$ cat src/verilog/branch_defines.svh
// ----------------------------
// Branch counter build constants.
// Thread rotation size and the widths of the words that the
// branch counters keep per thread.
// ----------------------------

`ifndef BRANCH_DEFINES_SVH
`define BRANCH_DEFINES_SVH

// Number of threads in the barrel rotation, one per clock.
`define THREAD_COUNT 8

// Bits needed to name one thread.
`define THREAD_ID_WIDTH 3

// Width of one stored branch count.
`define COUNT_WIDTH 12

// Number of independent branch counters in the unit.
`define BRANCH_COUNT 2

`endif

$ cat src/verilog/branch_pkg.sv
// ----------------------------
// Branch counting types.
// The count word and the per-counter load request.
// ----------------------------

`default_nettype none

`include "branch_defines.svh"

package branch_pkg;

    // One stored branch count.
    // A non-zero value means the loop is still running.
    typedef logic [`COUNT_WIDTH-1:0] count_t;

    // Load request of the current instruction for one counter.
    // The value is only taken when load is high and the instruction is not annulled.
    typedef struct packed {
        logic   load;
        count_t value;
    } load_cmd_t;

endpackage

`default_nettype wire

$ cat src/verilog/thread_pkg.sv
// ----------------------------
// Thread rotation types.
// Names a thread slot in the barrel round robin.
// ----------------------------

`default_nettype none

`include "branch_defines.svh"

package thread_pkg;

    // One thread number.
    // It wraps at THREAD_COUNT, so not every code is used when the count is not a power of two.
    typedef logic [`THREAD_ID_WIDTH-1:0] thread_id_t;

endpackage

`default_nettype wire

$ cat src/verilog/branch_counter.sv
// ----------------------------
// Branch counter.
// One multithreaded down-counter, one count per thread, with a
// running flag that stays high while the count is non-zero.
// ----------------------------

`default_nettype none

`include "branch_defines.svh"

module branch_counter (
    input  wire                     clock,
    input  wire                     rst,
    input  wire                     branch_reached,
    input  wire                     io_ready,
    input  wire                     io_ready_previous,
    input  branch_pkg::load_cmd_t   load_cmd,
    output logic                    running
);

    import thread_pkg::*;
    import branch_pkg::*;

    localparam int MEM_PIPE_DEPTH       = 1;
    localparam int DECREMENT_PIPE_DEPTH = 2;
    localparam int MODULE_PIPE_DEPTH    = MEM_PIPE_DEPTH + DECREMENT_PIPE_DEPTH;

    // The load request travels together with its annul level.
    typedef struct packed {
        logic      io_ready_previous;
        load_cmd_t cmd;
    } load_path_t;

    load_path_t load_path_in;
    load_path_t load_sync;
    logic       branch_reached_sync;
    logic       io_ready_sync;
    logic       running_internal;
    logic       load_take;
    logic       wren;
    count_t     count;
    count_t     decremented_count;
    count_t     new_value;
    thread_id_t thread_read;
    thread_id_t thread_write;

    // ----------------------------
    // Input alignment.
    // Each input arrives at its own stage of the pass.
    // All of them meet the decremented count at the write-back stage.

    assign load_path_in.io_ready_previous = io_ready_previous;
    assign load_path_in.cmd               = load_cmd;

    delay_line #(.DEPTH(MODULE_PIPE_DEPTH), .payload_t(load_path_t)) load_delay_inst (
        .clock (clock),
        .rst   (rst),
        .in    (load_path_in),
        .out   (load_sync)
    );

    delay_line #(.DEPTH(DECREMENT_PIPE_DEPTH), .payload_t(logic)) branch_delay_inst (
        .clock (clock),
        .rst   (rst),
        .in    (branch_reached),
        .out   (branch_reached_sync)
    );

    // io_ready already comes one stage late, so it needs one register less.
    delay_line #(.DEPTH(DECREMENT_PIPE_DEPTH - 1), .payload_t(logic)) io_ready_delay_inst (
        .clock (clock),
        .rst   (rst),
        .in    (io_ready),
        .out   (io_ready_sync)
    );

    // ----------------------------
    // Write arbitration.
    // A branch decrements only a running counter.
    // A load is taken at any time and wins over a decrement on the same pass.
    assign load_take = load_sync.cmd.load & load_sync.io_ready_previous;
    assign wren      = (running & io_ready_sync & branch_reached_sync) | load_take;
    assign new_value = load_take ? load_sync.cmd.value : decremented_count;

    // ----------------------------
    // Thread slots.
    // The write slot trails the read slot by the pipeline depth.
    // Both then point at the same thread for one pass.

    thread_number #(.INITIAL_THREAD(0)) read_thread_inst (
        .clock          (clock),
        .rst            (rst),
        .current_thread (thread_read)
    );

    thread_number #(.INITIAL_THREAD(`THREAD_COUNT - MODULE_PIPE_DEPTH)) write_thread_inst (
        .clock          (clock),
        .rst            (rst),
        .current_thread (thread_write)
    );

    count_ram count_ram_inst (
        .clock      (clock),
        .rst        (rst),
        .wren       (wren),
        .write_addr (thread_write),
        .write_data (new_value),
        .read_addr  (thread_read),
        .read_data  (count)
    );

    // ----------------------------
    // Decrement and running flag.
    // The flag waits in a delay line for as long as the decrement takes.
    // The two are then valid together.

    count_decrement count_decrement_inst (
        .clock  (clock),
        .rst    (rst),
        .count  (count),
        .result (decremented_count)
    );

    assign running_internal = |count;

    delay_line #(.DEPTH(DECREMENT_PIPE_DEPTH), .payload_t(logic)) running_delay_inst (
        .clock (clock),
        .rst   (rst),
        .in    (running_internal),
        .out   (running)
    );

endmodule

`default_nettype wire

$ cat src/verilog/branch_counter_unit.sv
// ----------------------------
// Branch counter unit.
// A bank of multithreaded branch counters sharing the thread
// rotation and the annul levels.
// ----------------------------

`default_nettype none

`include "branch_defines.svh"

module branch_counter_unit (
    input  wire                                         clock,
    input  wire                                         rst,
    input  wire [`BRANCH_COUNT-1:0]                     branch_reached,
    input  wire                                         io_ready,
    input  wire                                         io_ready_previous,
    input  branch_pkg::load_cmd_t [`BRANCH_COUNT-1:0]   load_cmd,
    output logic [`BRANCH_COUNT-1:0]                    running
);

    // One counter per branch.
    // All of them run their thread slots in lock step from the same reset.
    for (genvar i = 0; i < `BRANCH_COUNT; i++) begin : gen_counter
        branch_counter branch_counter_inst (
            .clock             (clock),
            .rst               (rst),
            .branch_reached    (branch_reached[i]),
            .io_ready          (io_ready),
            .io_ready_previous (io_ready_previous),
            .load_cmd          (load_cmd[i]),
            .running           (running[i])
        );
    end

endmodule

`default_nettype wire

$ cat src/verilog/count_decrement.sv
// ----------------------------
// Count decrement.
// Subtracts one from a count word over two register stages.
// ----------------------------

`default_nettype none

`include "branch_defines.svh"

module count_decrement (
    input  wire                 clock,
    input  wire                 rst,
    input  branch_pkg::count_t  count,
    output branch_pkg::count_t  result
);

    // Split of the word between the two stages.
    localparam int LOW_WIDTH  = `COUNT_WIDTH / 2;
    localparam int HIGH_WIDTH = `COUNT_WIDTH - LOW_WIDTH;

    logic [LOW_WIDTH:0]      low_diff;
    logic [LOW_WIDTH-1:0]    low_q;
    logic                    borrow_q;
    logic [HIGH_WIDTH-1:0]   high_q;

    // The extra top bit goes high exactly when the lower half was zero.
    assign low_diff = {1'b0, count[LOW_WIDTH-1:0]} - 1'b1;

    // ----------------------------
    // Stage 1: lower half, borrow out, upper half carried along.
    always_ff @(posedge clock) begin
        if (rst) begin
            low_q    <= '0;
            borrow_q <= 1'b0;
            high_q   <= '0;
        end else begin
            low_q    <= low_diff[LOW_WIDTH-1:0];
            borrow_q <= low_diff[LOW_WIDTH];
            high_q   <= count[`COUNT_WIDTH-1:LOW_WIDTH];
        end
    end

    // ----------------------------
    // Stage 2: upper half takes the borrow.
    // Zero wraps to all ones, but a stopped counter is never written back.
    always_ff @(posedge clock) begin
        if (rst) begin
            result <= '0;
        end else begin
            result <= {high_q - HIGH_WIDTH'(borrow_q), low_q};
        end
    end

endmodule

`default_nettype wire

$ cat src/verilog/count_ram.sv
// ----------------------------
// Count memory.
// One count word per thread, simple dual port with a registered
// read, cleared by reset.
// ----------------------------

`default_nettype none

`include "branch_defines.svh"

module count_ram (
    input  wire                     clock,
    input  wire                     rst,
    input  wire                     wren,
    input  thread_pkg::thread_id_t  write_addr,
    input  branch_pkg::count_t      write_data,
    input  thread_pkg::thread_id_t  read_addr,
    output branch_pkg::count_t      read_data
);

    import thread_pkg::*;
    import branch_pkg::*;

    // One word per thread slot.
    count_t mem [`THREAD_COUNT];

    always_ff @(posedge clock) begin
        if (rst) begin
            // Every thread starts with a stopped counter.
            for (int i = 0; i < `THREAD_COUNT; i++) begin
                mem[i] <= '0;
            end
            read_data <= '0;
        end else begin
            if (wren) begin
                mem[write_addr] <= write_data;
            end
            // A read on the same edge as a write to that word returns the old data.
            // The rotation keeps the two ports on different threads anyway.
            read_data <= mem[read_addr];
        end
    end

endmodule

`default_nettype wire

$ cat src/verilog/delay_line.sv
// ----------------------------
// Delay line.
// Fixed-depth register pipeline for any payload type.
// ----------------------------

`default_nettype none

module delay_line #(
    parameter int DEPTH = 1,
    parameter type payload_t = logic
) (
    input  wire      clock,
    input  wire      rst,
    input  payload_t in,
    output payload_t out
);

    // Stage 0 takes the input; the last stage drives the output.
    payload_t stages [DEPTH];

    always_ff @(posedge clock) begin
        if (rst) begin
            for (int i = 0; i < DEPTH; i++) begin
                stages[i] <= '0;
            end
        end else begin
            stages[0] <= in;
            // Every other stage shifts one step down the chain.
            for (int i = 1; i < DEPTH; i++) begin
                stages[i] <= stages[i-1];
            end
        end
    end

    // Exactly DEPTH clocks from in to out.
    assign out = stages[DEPTH-1];

endmodule

`default_nettype wire

$ cat src/verilog/thread_number.sv
// ----------------------------
// Thread number.
// Round-robin thread slot counter with a chosen start value.
// ----------------------------

`default_nettype none

`include "branch_defines.svh"

module thread_number #(
    parameter int INITIAL_THREAD = 0
) (
    input  wire                     clock,
    input  wire                     rst,
    output thread_pkg::thread_id_t  current_thread
);

    import thread_pkg::*;

    // Highest thread number before the count wraps to zero.
    localparam thread_id_t LAST_THREAD = thread_id_t'(`THREAD_COUNT - 1);

    // Advance one thread per clock.
    // The start value sets how far this counter trails or leads other instances.
    always_ff @(posedge clock) begin
        if (rst) begin
            current_thread <= thread_id_t'(INITIAL_THREAD);
        end else if (current_thread == LAST_THREAD) begin
            current_thread <= '0;
        end else begin
            current_thread <= current_thread + 1'b1;
        end
    end

endmodule

`default_nettype wire

$ cat config.mk
export PLATFORM = sky130hd
export DESIGN_NAME = branch_counter_unit
export DESIGN_NICKNAME = d
export VERILOG_FILES = /design/src/verilog/branch_pkg.sv /design/src/verilog/thread_pkg.sv /design/src/verilog/branch_counter.sv /design/src/verilog/branch_counter_unit.sv /design/src/verilog/count_decrement.sv /design/src/verilog/count_ram.sv /design/src/verilog/delay_line.sv /design/src/verilog/thread_number.sv
export VERILOG_INCLUDE_DIRS = /design/src /design/src/verilog
export SDC_FILE = /design/constraint.sdc
export NUM_CORES = 1
export LEC_CHECK = 0
export ABC_AREA = 1
export BUFFER_PORTS_ARGS = -buffer_cell sky130_fd_sc_hd__buf_2
export CAP_MARGIN = 20
export CORE_UTILIZATION = 56
export CTS_CLUSTER_DIAMETER = 120
export CTS_CLUSTER_SIZE = 12
export DETAILED_ROUTE_END_ITERATION = 16
export PLACE_DENSITY_LB_ADDON = 0.12
export SETUP_SLACK_MARGIN = 0.05
export SYNTH_ARGS = -nofsm -noshare
export SYNTH_HDL_FRONTEND = slang
export SYNTH_SLANG_ARGS = --single-unit
$ cat constraint.sdc
create_clock -name clock -period 1.8 [get_ports clock]
set_clock_uncertainty 0.1 [all_clocks]
set_input_delay 0.27 -clock clock [delete_from_list [all_inputs] [get_ports clock]]
set_output_delay 0.27 -clock clock [all_outputs]
set_load 0.05 [all_outputs]
# Word-level counts from Yosys, hierarchy flattened
# Memory sizes are Yosys's and may differ from the RTL's. A register that Yosys moved wholly into a read port is not among the register bits.
# Index checks and enable logic that the tools add are counted.
[classes] add_sub_neg=8 n_mul=0 div_mod_pow=0 magnitude_cmp=0 n_eq_ne=4 shifts=0 mux=37 bitwise=22 reduce_logical=10
[ops] operator="2-to-1 mux 14 bit" n=6
[ops] operator="2-to-1 mux 12 bit" n=4
[ops] operator="OR reduction 12 bit" n=4
[ops] operator="2-to-1 mux 1 bit" n=23
[ops] operator="OR 1 bit" n=16
[ops] operator="subtractor 6 x 1 -> 7 bit (second input constant)" n=2
[ops] operator="adder 3 x 1 -> 3 bit (second input constant)" n=4
[ops] operator="== test 3 bit (second input constant)" n=4
[ops] operator="2-to-1 mux 3 bit" n=4
[ops] operator="subtractor 6 x 1 -> 6 bit" n=2
[ops] operator="OR reduction 2 bit" n=4
[ops] operator="AND 1 bit" n=6
[ops] operator="OR reduction 1 bit" n=2
[totals] ff_bits=62 latch_bits=0 ram_bits=286 romBits=0 inputBits=32 out_inout_bits=2 word_cells=105 n_memories=10
[memory_table] name="gen_counter[0].branch_counter_inst.count_ram_inst.mem" depth=8 width=12 read_ports=1 rd_clocked_by_memory_dff=1 write_ports=8 line_no="count_ram.sv:25" text="count_t mem [`THREAD_COUNT];"
[memory_table] name="gen_counter[1].branch_counter_inst.count_ram_inst.mem" depth=8 width=12 read_ports=1 rd_clocked_by_memory_dff=1 write_ports=8 line_no="count_ram.sv:25"
[memory_table] name="gen_counter[0].branch_counter_inst.load_delay_inst.stages" depth=3 width=14 read_ports=3 rd_clocked_by_memory_dff=0 write_ports=3 line_no="delay_line.sv:19" text="payload_t stages [DEPTH];"
[memory_table] name="gen_counter[1].branch_counter_inst.load_delay_inst.stages" depth=3 width=14 read_ports=3 rd_clocked_by_memory_dff=0 write_ports=3 line_no="delay_line.sv:19"
[memory_table] name="gen_counter[0].branch_counter_inst.branch_delay_inst.stages" depth=2 width=1 read_ports=2 rd_clocked_by_memory_dff=0 write_ports=2 line_no="delay_line.sv:19"
[memory_table] name="gen_counter[0].branch_counter_inst.running_delay_inst.stages" depth=2 width=1 read_ports=2 rd_clocked_by_memory_dff=0 write_ports=2 line_no="delay_line.sv:19"
[memory_table] name="+4 memories"

# Depth between registers and ports, before layout
# Gate-level depths: netlist of the first run.
[logic_depth] word_depth=8 ltp_mapped=9 depth_no_buf=7

# Hierarchy
# Synthesis of the first run repeated with hierarchy kept, for this count alone.
[hier_totals] cells_unflattened=1836 area_unflattened_um2=15615.0
[modules_own_cells] mod="count_ram" instances=2 cells_each=573 area_per_inst_um2=5003.5 seq_area_each_um2=3123.0
[modules_own_cells] mod="delay_line (gen_counter[0].branch_counter_inst.load_delay_inst ...)" instances=2 cells_each=145 area_per_inst_um2=1317.5 seq_area_each_um2=840.8
[modules_own_cells] mod="count_decrement" instances=2 cells_each=107 area_per_inst_um2=878.3 seq_area_each_um2=500.5
[modules_own_cells] mod="branch_counter" instances=2 cells_each=53 area_per_inst_um2=235.2 seq_area_each_um2=0.0
[modules_own_cells] mod="thread_number (gen_counter[0].branch_counter_inst.read_thread_inst ...)" instances=2 cells_each=13 area_per_inst_um2=117.6 seq_area_each_um2=60.1
[modules_own_cells] mod="thread_number (gen_counter[0].branch_counter_inst.write_thread_inst ...)" instances=2 cells_each=12 area_per_inst_um2=115.1 seq_area_each_um2=60.1
[modules_own_cells] mod="delay_line (gen_counter[0].branch_counter_inst.branch_delay_inst ...)" instances=4 cells_each=6 area_per_inst_um2=55.1 seq_area_each_um2=40.0
[modules_own_cells] mod="delay_line (gen_counter[0].branch_counter_inst.io_ready_delay_inst ...)" instances=2 cells_each=3 area_per_inst_um2=30.0 seq_area_each_um2=20.0

# Worst setup path before layout of the first run
# Ideal clock, no wire load.
[synth_timing] kind="register -> register" from="mem gen_counter[1].branch_counter_inst.load_delay_inst.stages[0][41] (netlist bit)" to="mem gen_counter[0].branch_counter_inst.count_ram_inst.mem[1][0] (netlist bit), enable pin" setup_ns=0.350 arrival_ns=1.262 required_time_ns=1.350 setup_slack_ns=0.088 path_stages_with_launch=8 path_buffers=1 period_less_slack_ns=1.712 cell_sequence="dfxtp_1 nand2_2 nand2_2 nand2_4 nor2_4 nand2_2 buf_6 nand2_1"
[synth_lines] element="start: declaration" line_no="delay_line.sv:19"
[synth_lines] element="end: declaration" line_no="count_ram.sv:25"

==> qor.txt, run 1 <==
Pin count of the biggest net entering global routing: 142
Fraction of layout cells with a size suffix above 1: 0.113
Pins over their slew limit: 0
Register area share after synthesis: 0.605
R2R setup slack: 220 ps
Die X: 168 um
CP max stage cell: dlygate4sd3_1
Antenna cells: 0
Die ar.: 28100 sq um
RSZ-0062 raised after global routing: false
Die height: 168 um
Final ANT Viol Nets: 0
WS Path Type: primary input to flop
# nets final: 1833
Max Fanout on Critical Path: 8
CP Cell Sequence: dlygate4sd3_1 > buf_4 > inv_2 > nand2_2 > nor2_4 > nand2_2 > nand2_1 > buf_4
P_leak: 7.81 nW
Synth unique cells: 27
Initial antenna violation count: 0
Mapped Area: 15400 sq um
Rel. slew slack: 0.608
Synth Flop Type: edfxtp_1
Multi-input gate area: 4290 sq um
Root buffer cell: clkbuf_16
Pre-Repair DR Iteration Count: 5
Max VDD drop: 0.859 mV
Final setup violating endpoints: 0
Wire length per cell: 14.6 um
Max-cap viol count: 0
Vias per cell: 4.80
Syn_nets: 1738
Seq cells post-synth: 368
Adder-cell area share of the yosys netlist: 0.0122
Initial Util: 0.570
Worst stage delay on the critical path: 530 ps
Post-Synth Simple-Gate Area: 0.228
Yosys warns: 0
Port bufs: 33
Largest family of logic cells by synthesized area: simple AND/OR/NAND/NOR gates
Actual slew at the worst max-slew pin: 588 ps
CTS Buf Count: 36
Worst Hold Class: flop to flop
Most common cell after layout, fill and taps aside: nor2_1
Fillers: 2129
Global route overflow: 0
Multiplexer share of the synthesized area: 0.0319
Worst EP arrival: 1780 ps
Area delta synth->final: 14.5%
Reg area: 9290 sq um
Resize count post-CTS: 0
PwrDens: 1040 nW/um^2
Vias in the first global route: 9571
TNS Setup: 0 ps
Final Util: 0.653
Syn_area_per_cell: 9.08 sq um
First DRT Iteration DRCs: 1145
Rows: 60
CTS tree: yes
Top cells by area, synth: edfxtp_1 38%, dfxtp_1 23%, nor2_1 9.3%
EDFF count, synth: 192
Synth Area in Compound Gates: 0.00652
Final Hold Viols: 0
R2R depth: 7
I/O pin count: 34
GRT Total Usage: 0.232
Status: completed
WHS Path Cells: 2
Post-CTS Setup Repair Bufs: 0
Clk_lat worst skew: 510 ps
Routed WL: 31.3 mm
Post-synthesis xor/xnor area fraction: 0.000570
Area leader, netlist: edfxtp_1
Post-synth ARST share: 0
Hpwl dp: 20.2 mm
Max Buffers Root-to-Sink: 3
CTS clock-pin slew for the worst setup and hold paths: 60 ps
Max frequency: 603 MHz
First-pass GRT wire length: 50.6 mm
Placer Congestion: 0.825
Crit path required time: 1920 ps
# clock sinks: 368
H-Tree Depth: 2
Yosys top cell area share: 0.375
Startpoint Class: primary input
Final period utilization: 0.922
Crit end category: flop
Final min period: 1660 ps
Via count: 10300
Commonest cells after routing, fill and taps aside: 379 x nor2_1, 340 x inv_1, 285 x nand2_1
Synthesized instance count: 1691
Post-route DRC: 0
Core Region: 27000 sq um
[logic make-up (layout without fill, tap and decap cells)]
kind of cell    after synthesis  after routing
xor+xnor                      1              1
fa+ha+maj                    15             15
buf+inv                     419            531
flops                       368            368
mux                          24             24
simple gates                844            844
compound gates               20             20
[stage by stage]
stage	total power [W]	setup slack, ps	cell area (sq um)	instances	hold WS, ps
after detailed placement	0.0116	161	16300	2058	292
after global routing	0.0189	57.1	17600	2144	306
after CTS	0.0183	144	17600	2144	295
after global placement	0.0115	188	16300	2058	289
final	0.0182	141	17600	2144	294
after floorplan	0.0108	88.2	15400	1691	277
[Yosys cell counts (all sizes together) (4+ instances only)]
cell	instances
buf	62
clkbuf	15
mux2i	24
a21oi	14
or2	7
nor2	396
nand3	130
edfxtp	192
nor3	4
inv	342
nand2	301
nand4	6
ha	15
dfxtp	176
o21ai	6
[how the worst max path moves through the flow]
| stage | from | end | slack, ps | cells after the start |
|---|---|---|---|---|
| 6_report | rst | flop | 140 | 8 |
| 5_1_grt | rst | flop | 60 | 8 |
| 4_1_cts | rst | flop | 140 | 8 |
| 3_5_place_dp | rst | flop | 160 | 7 |
| 3_3_place_gp | rst | flop | 190 | 7 |
| 2_1_floorplan | flop | flop | 90 | 7 |
[area by class of cell]
class	instances	area share
clock buffers	52	0.0546
clock inverters	3	0.00313
inverters	342	0.0730
multi-input cells	904	0.244
flip-flops and latches	368	0.528
well taps	341	0.0243
repair buffers	134	0.0727
[worst max-delay path: cells and delay by family]
kind          cells  cell delay [ps]
buf+inv           4             1000
simple gates      4              490
[power breakdown]
part	internal [W]	total (W)	switching, W
registers	0.00926	0.00949	0.000229
clock network	0.00383	0.00674	0.00291
logic	0.000736	0.00198	0.00125
[timing repair]
item                                   CTS  global route
endpoints found under the hold margin   31             0
hold buffers                            31             0
setup endpoints to repair                0             0
[layer usage]
metal  routed length (um)  track usage  up-vias
li1                     -            -     5277
met1                15300        0.371     4634
met2                12700        0.329      343
met3                 2740       0.0347       46
met4                  566       0.0582        0
met5                    0            0        -
[flip-flops by register name (all words and copies together), names as in the netlist, named ones only]
name and cells:
gen_counter.branch_counter_inst.io_ready_delay_inst.stages 1, gen_counter.branch_counter_inst.count_decrement_inst.low_q 12, gen_counter.branch_counter_inst.running_delay_inst.stages 4, gen_counter.branch_counter_inst.count_decrement_inst.result 24, gen_counter.branch_counter_inst.load_delay_inst.stages 81, gen_counter.branch_counter_inst.count_ram_inst.read_data 24, gen_counter.branch_counter_inst.count_decrement_inst.high_q 12, gen_counter.branch_counter_inst.count_ram_inst.mem 192
gen_counter.branch_counter_inst.branch_delay_inst.stages 4
Note: power is estimated with default switching activity, not from simulation.
==> run 2, diff against run 1 <==
--- a/config.mk
+++ b/config.mk
@@ -7,7 +7,7 @@
 export NUM_CORES = 1
 export LEC_CHECK = 0
 export ABC_AREA = 1
-export BUFFER_PORTS_ARGS = -buffer_cell sky130_fd_sc_hd__buf_2
+export BUFFER_PORTS_ARGS = -buffer_cell sky130_fd_sc_hd__buf_4
 export CAP_MARGIN = 20
 export CORE_UTILIZATION = 56
 export CTS_CLUSTER_DIAMETER = 120
==> qor.txt, run 2 (synthesis results as in run 1) <==
Status: completed
Worst EP arrival: 1780 ps
GRT Total Usage: 0.234
I/O pin count: 34
Core Region: 27000 sq um
Crit end category: flop
Multi-input gate area: 4290 sq um
R2R setup slack: 160 ps
Sw Share: 0.244
# nets final: 1830
Pin count of the biggest net entering global routing: 121
First DRT Iteration DRCs: 1009
Global route overflow: 0
Initial Util: 0.570
Startpoint Class: flop
Vias in the first global route: 9659
P_leak: 7.86 nW
Clock network power share: 0.377
Die height: 168 um
Initial antenna violation count: 1
Rel. slew slack: 0.500
Port bufs: 33
Reg with most FFs: gen_counter.branch_counter_inst.count_ram_inst.mem
Final setup violating endpoints: 0
Sequential Power Share: 0.513
Max Fanout on Critical Path: 9
CTS Buf Count: 36
Area delta synth->final: 15.5%
Pins over their slew limit: 0
Max Buffers Root-to-Sink: 3
PwrDens: 1040 nW/um^2
Placed insts: 2056
Internal: 0.0140 W
Rows: 60
Final min period: 1640 ps
Clk_lat worst skew: 520 ps
Max reg flops: 192
Fillers: 2116
Fin Hold WS: 93.5 ps
Die ar.: 28100 sq um
Actual slew at the worst max-slew pin: 749 ps
Placer Congestion: 0.845
Antenna cells: 0
H-Tree Depth: 2
# clock sinks: 368
Post-route DRC: 0
WS Path Type: flop to flop
Final Instance Count excl. Fillers: 2145
Root buffer cell: clkbuf_16
P_sw: 0.00450 W
Final period utilization: 0.911
Final ANT Viol Nets: 0
Max VDD drop: 0.926 mV
Vias per cell: 4.83
Reg area: 9290 sq um
Largest regs: gen_counter.branch_counter_inst.count_ram_inst.mem x192, gen_counter.branch_counter_inst.load_delay_inst.stages x81
Crit path required time: 1940 ps
Die X: 168 um
Pre-Repair DR Iteration Count: 7
Hpwl dp: 20.7 mm
Most common cell after layout, fill and taps aside: nor2_1
Max-cap viol count: 0
RSZ-0062 raised after global routing: false
Routed WL: 31.8 mm
Via count: 10400
Wire length per cell: 14.8 um
Max frequency: 610 MHz
Fraction of layout cells with a size suffix above 1: 0.113
Commonest cells after routing, fill and taps aside: 379 x nor2_1, 340 x inv_1, 285 x nand2_1
CTS clock-pin slew for the worst setup and hold paths: 60 ps
First-pass GRT wire length: 50.6 mm
Worst Hold Class: primary input to flop
TNS Setup: 0 ps
WHS Path Cells: 4
CTS tree: yes
R2R depth: 7
Logic pwr share: 0.110
Final Hold Viols: 0
==> run 2: critical path, stage by stage (launching register included) <==
cell and delay (ps):
dfxtp_1 370, nand2_2 100, nand2_2 80, nand2_2 100
nor2_4 180, nand2_2 80, nand2_1 200, buf_12 160
==> run 2: area by class of cell <==
class / instances / area share
Clock inverter: 3 / 0.00430
Clock buffer: 56 / 0.0562
Timing Repair Buffer: 131 / 0.0773
Tap cell: 341 / 0.0241
Sequential cell: 368 / 0.524
Inverter: 342 / 0.0724
Multi-Input combinational cell: 904 / 0.242
==> run 2: how the worst min path moves through the flow <==
| stage | from | end | slack (ps) |
|---|---|---|---|
| finish | rst | flop | 90 |
| global route | rst | flop | 120 |
| CTS | rst | flop | 80 |
| detailed placement | flop | flop | 290 |
| global placement | flop | flop | 290 |
| floorplan | branch_reached[0] | flop | 280 |
==> run 2: power by group through the flow <==
stage	Combinational, W	Clock, W	Sequential (W)
2_1_floorplan	0.00124	0	0.00959
3_3_place_gp	0.00194	0	0.00964
3_5_place_dp	0.00197	0	0.00965
4_1_cts	0.00204	0.00709	0.00948
5_1_grt	0.00225	0.00742	0.00952
6_report	0.00204	0.00696	0.00948
==> run 2: through the flow <==
step            util  total power [W]  setup WS, ps  area (sq um)
2_1_floorplan      -           0.0108          88.2         15400
3_3_place_gp   0.607           0.0116           164         16400
3_5_place_dp   0.607           0.0116           156         16400
4_1_cts        0.658           0.0186           133         17700
5_1_grt        0.658           0.0192          84.3         17700
6_report       0.658           0.0185           161         17700
==> run 2: what timing repair did <==
item                                   4_1_cts  5_1_grt
hold buffers                                30        0
setup buffers                                0        0
endpoints found under the hold margin       30        0
resized for setup                            0        0
==> run 2: metal layers <==
layer / global-route usage / routed length, um
met5: 0 / 0
met2: 0.345 / 13700
met4: 0.0662 / 747
met1: 0.356 / 14900
met3: 0.0371 / 2500
==> run 3, diff against run 2 <==
--- a/config.mk
+++ b/config.mk
@@ -9,7 +9,9 @@
 export ABC_AREA = 1
 export BUFFER_PORTS_ARGS = -buffer_cell sky130_fd_sc_hd__buf_4
 export CAP_MARGIN = 20
-export CORE_UTILIZATION = 56
+export CELL_PAD_IN_SITES_DETAIL_PLACEMENT = 2
+export CELL_PAD_IN_SITES_GLOBAL_PLACEMENT = 2
+export CORE_UTILIZATION = 36
 export CTS_CLUSTER_DIAMETER = 120
 export CTS_CLUSTER_SIZE = 12
 export DETAILED_ROUTE_END_ITERATION = 16
==> qor.txt, run 3 (synthesis results as in run 1) <==
Initial Util: 0.365
Max-cap viol count: 0
Final Hold Viols: 0
Fraction of layout cells with a size suffix above 1: 0.115
Via count: 11000
Vias per cell: 4.68
Post-route DRC: 0
I/O pin count: 34
Status: completed
Final period utilization: 0.906
Max frequency: 613 MHz
Routed WL: 43.5 mm
Actual slew at the worst max-slew pin: 516 ps
First-pass GRT wire length: 68.1 mm
Die X: 209 um
Pin count of the biggest net entering global routing: 116
Final Instance Count excl. Fillers: 2349
CTS clock-pin slew for the worst setup and hold paths: 60 ps
CP Cell Sequence: nand3_1 > nand2_2 > nand2_2 > nor2_4 > nand2_1 > nand2_1 > buf_4
R2R depth: 7
Pre-Repair DR Iteration Count: 5
Pins over their slew limit: 0
Die ar.: 43500 sq um
Commonest cells after routing, fill and taps aside: 379 x nor2_1, 340 x inv_1, 285 x nand2_1
Wire length per cell: 18.5 um
Core Region: 42000 sq um
Final ANT Viol Nets: 0
P_leak: 7.86 nW
Worst stage delay on the critical path: 350 ps
RSZ-0062 raised after global routing: false
WS Path Type: flop to flop
Area delta synth->final: 17.0%
Port bufs: 33
Crit path required time: 1930 ps
Final setup violating endpoints: 0
Clk_lat worst skew: 540 ps
Final min period: 1630 ps
First DRT Iteration DRCs: 454
Global route overflow: 0
CP Buf/Inv Count: 1
Startpoint Class: flop
Max Buffers Root-to-Sink: 3
Hpwl dp: 29.0 mm
Reg with most FFs: gen_counter.branch_counter_inst.count_ram_inst.mem
Worst Hold Class: primary input to flop
Max Fanout on Critical Path: 8
Cell family with most CP delay: simple AND/OR/NAND/NOR gates
Antenna cells: 0
# clock sinks: 368
Largest regs: gen_counter.branch_counter_inst.count_ram_inst.mem x192, gen_counter.branch_counter_inst.load_delay_inst.stages x81
GRT Total Usage: 0.205
R2R setup slack: 170 ps
Worst EP arrival: 1760 ps
CP max stage cell: dfxtp_1
Max VDD drop: 0.550 mV
H-Tree Depth: 2
Max reg flops: 192
Root buffer cell: clkbuf_16
Fin Hold WS: 174 ps
Placed insts: 2260
Hold Crit Start: rst
Vias in the first global route: 12100
Initial antenna violation count: 1
Most common cell after layout, fill and taps aside: nor2_1
TNS Setup: 0 ps
CTS Buf Count: 36
CTS tree: yes
Rel. slew slack: 0.656
Rows: 75
Placer Congestion: 0.761
Crit end category: flop
WHS Path Cells: 4
# nets final: 1836
Die height: 209 um
PwrDens: 1040 nW/um^2
[run 3: how the worst max path moves through the flow]
stage,endpoint,slack (ps),cells after the start
finish,flop,170,7
global route,flop,80,7
CTS,flop,120,7
detailed placement,flop,60,5
global placement,flop,50,5
floorplan,flop,90,7
[run 3: layer usage]
layer / wire, um / track usage
met2: 20500 / 0.344
met1: 20600 / 0.279
met4: 952 / 0.0558
met3: 1450 / 0.0272
met5: 0 / 0
[run 3: layout make-up]
class | count | area [sq um]
well taps | 539 | 674
inverters | 342 | 1280
clock buffers | 58 | 1000
clock inverters | 1 | 30.0
flip-flops and latches | 368 | 9290
fillers | 4568 | 24100
repair buffers | 137 | 1390
multi-input cells | 904 | 4300
[run 3: per-stage QoR]
stage	utilization	worst slack, ps	area (sq um)	power [W]
floorplan	-	88.2	15400	0.0108
global placement	0.396	51.4	16600	0.0116
global route	0.427	79.4	18000	0.0195
detailed placement	0.396	60.8	16600	0.0118
finish	0.427	169	18000	0.0187
CTS	0.427	116	18000	0.0190
[run 3: worst register-to-register path: stages (launching register included)]
cell	delay, ps
dfxtp_1	350
nand3_1	120
nand2_2	80
nand2_2	100
nor2_4	150
nand2_1	100
nand2_1	110
buf_4	220
[run 3: repair_timing]
item	CTS	global route
hold buffers	30	0
setup buffers	0	0
gates resized for setup	1	0
setup endpoints to repair	1	0
endpoints found under the hold margin	30	0
[run 3: where the power goes]
part / switching (W) / internal [W]
Clock: 0.00313 / 0.00394
Sequential: 0.000259 / 0.00926
Combinational: 0.00135 / 0.000747
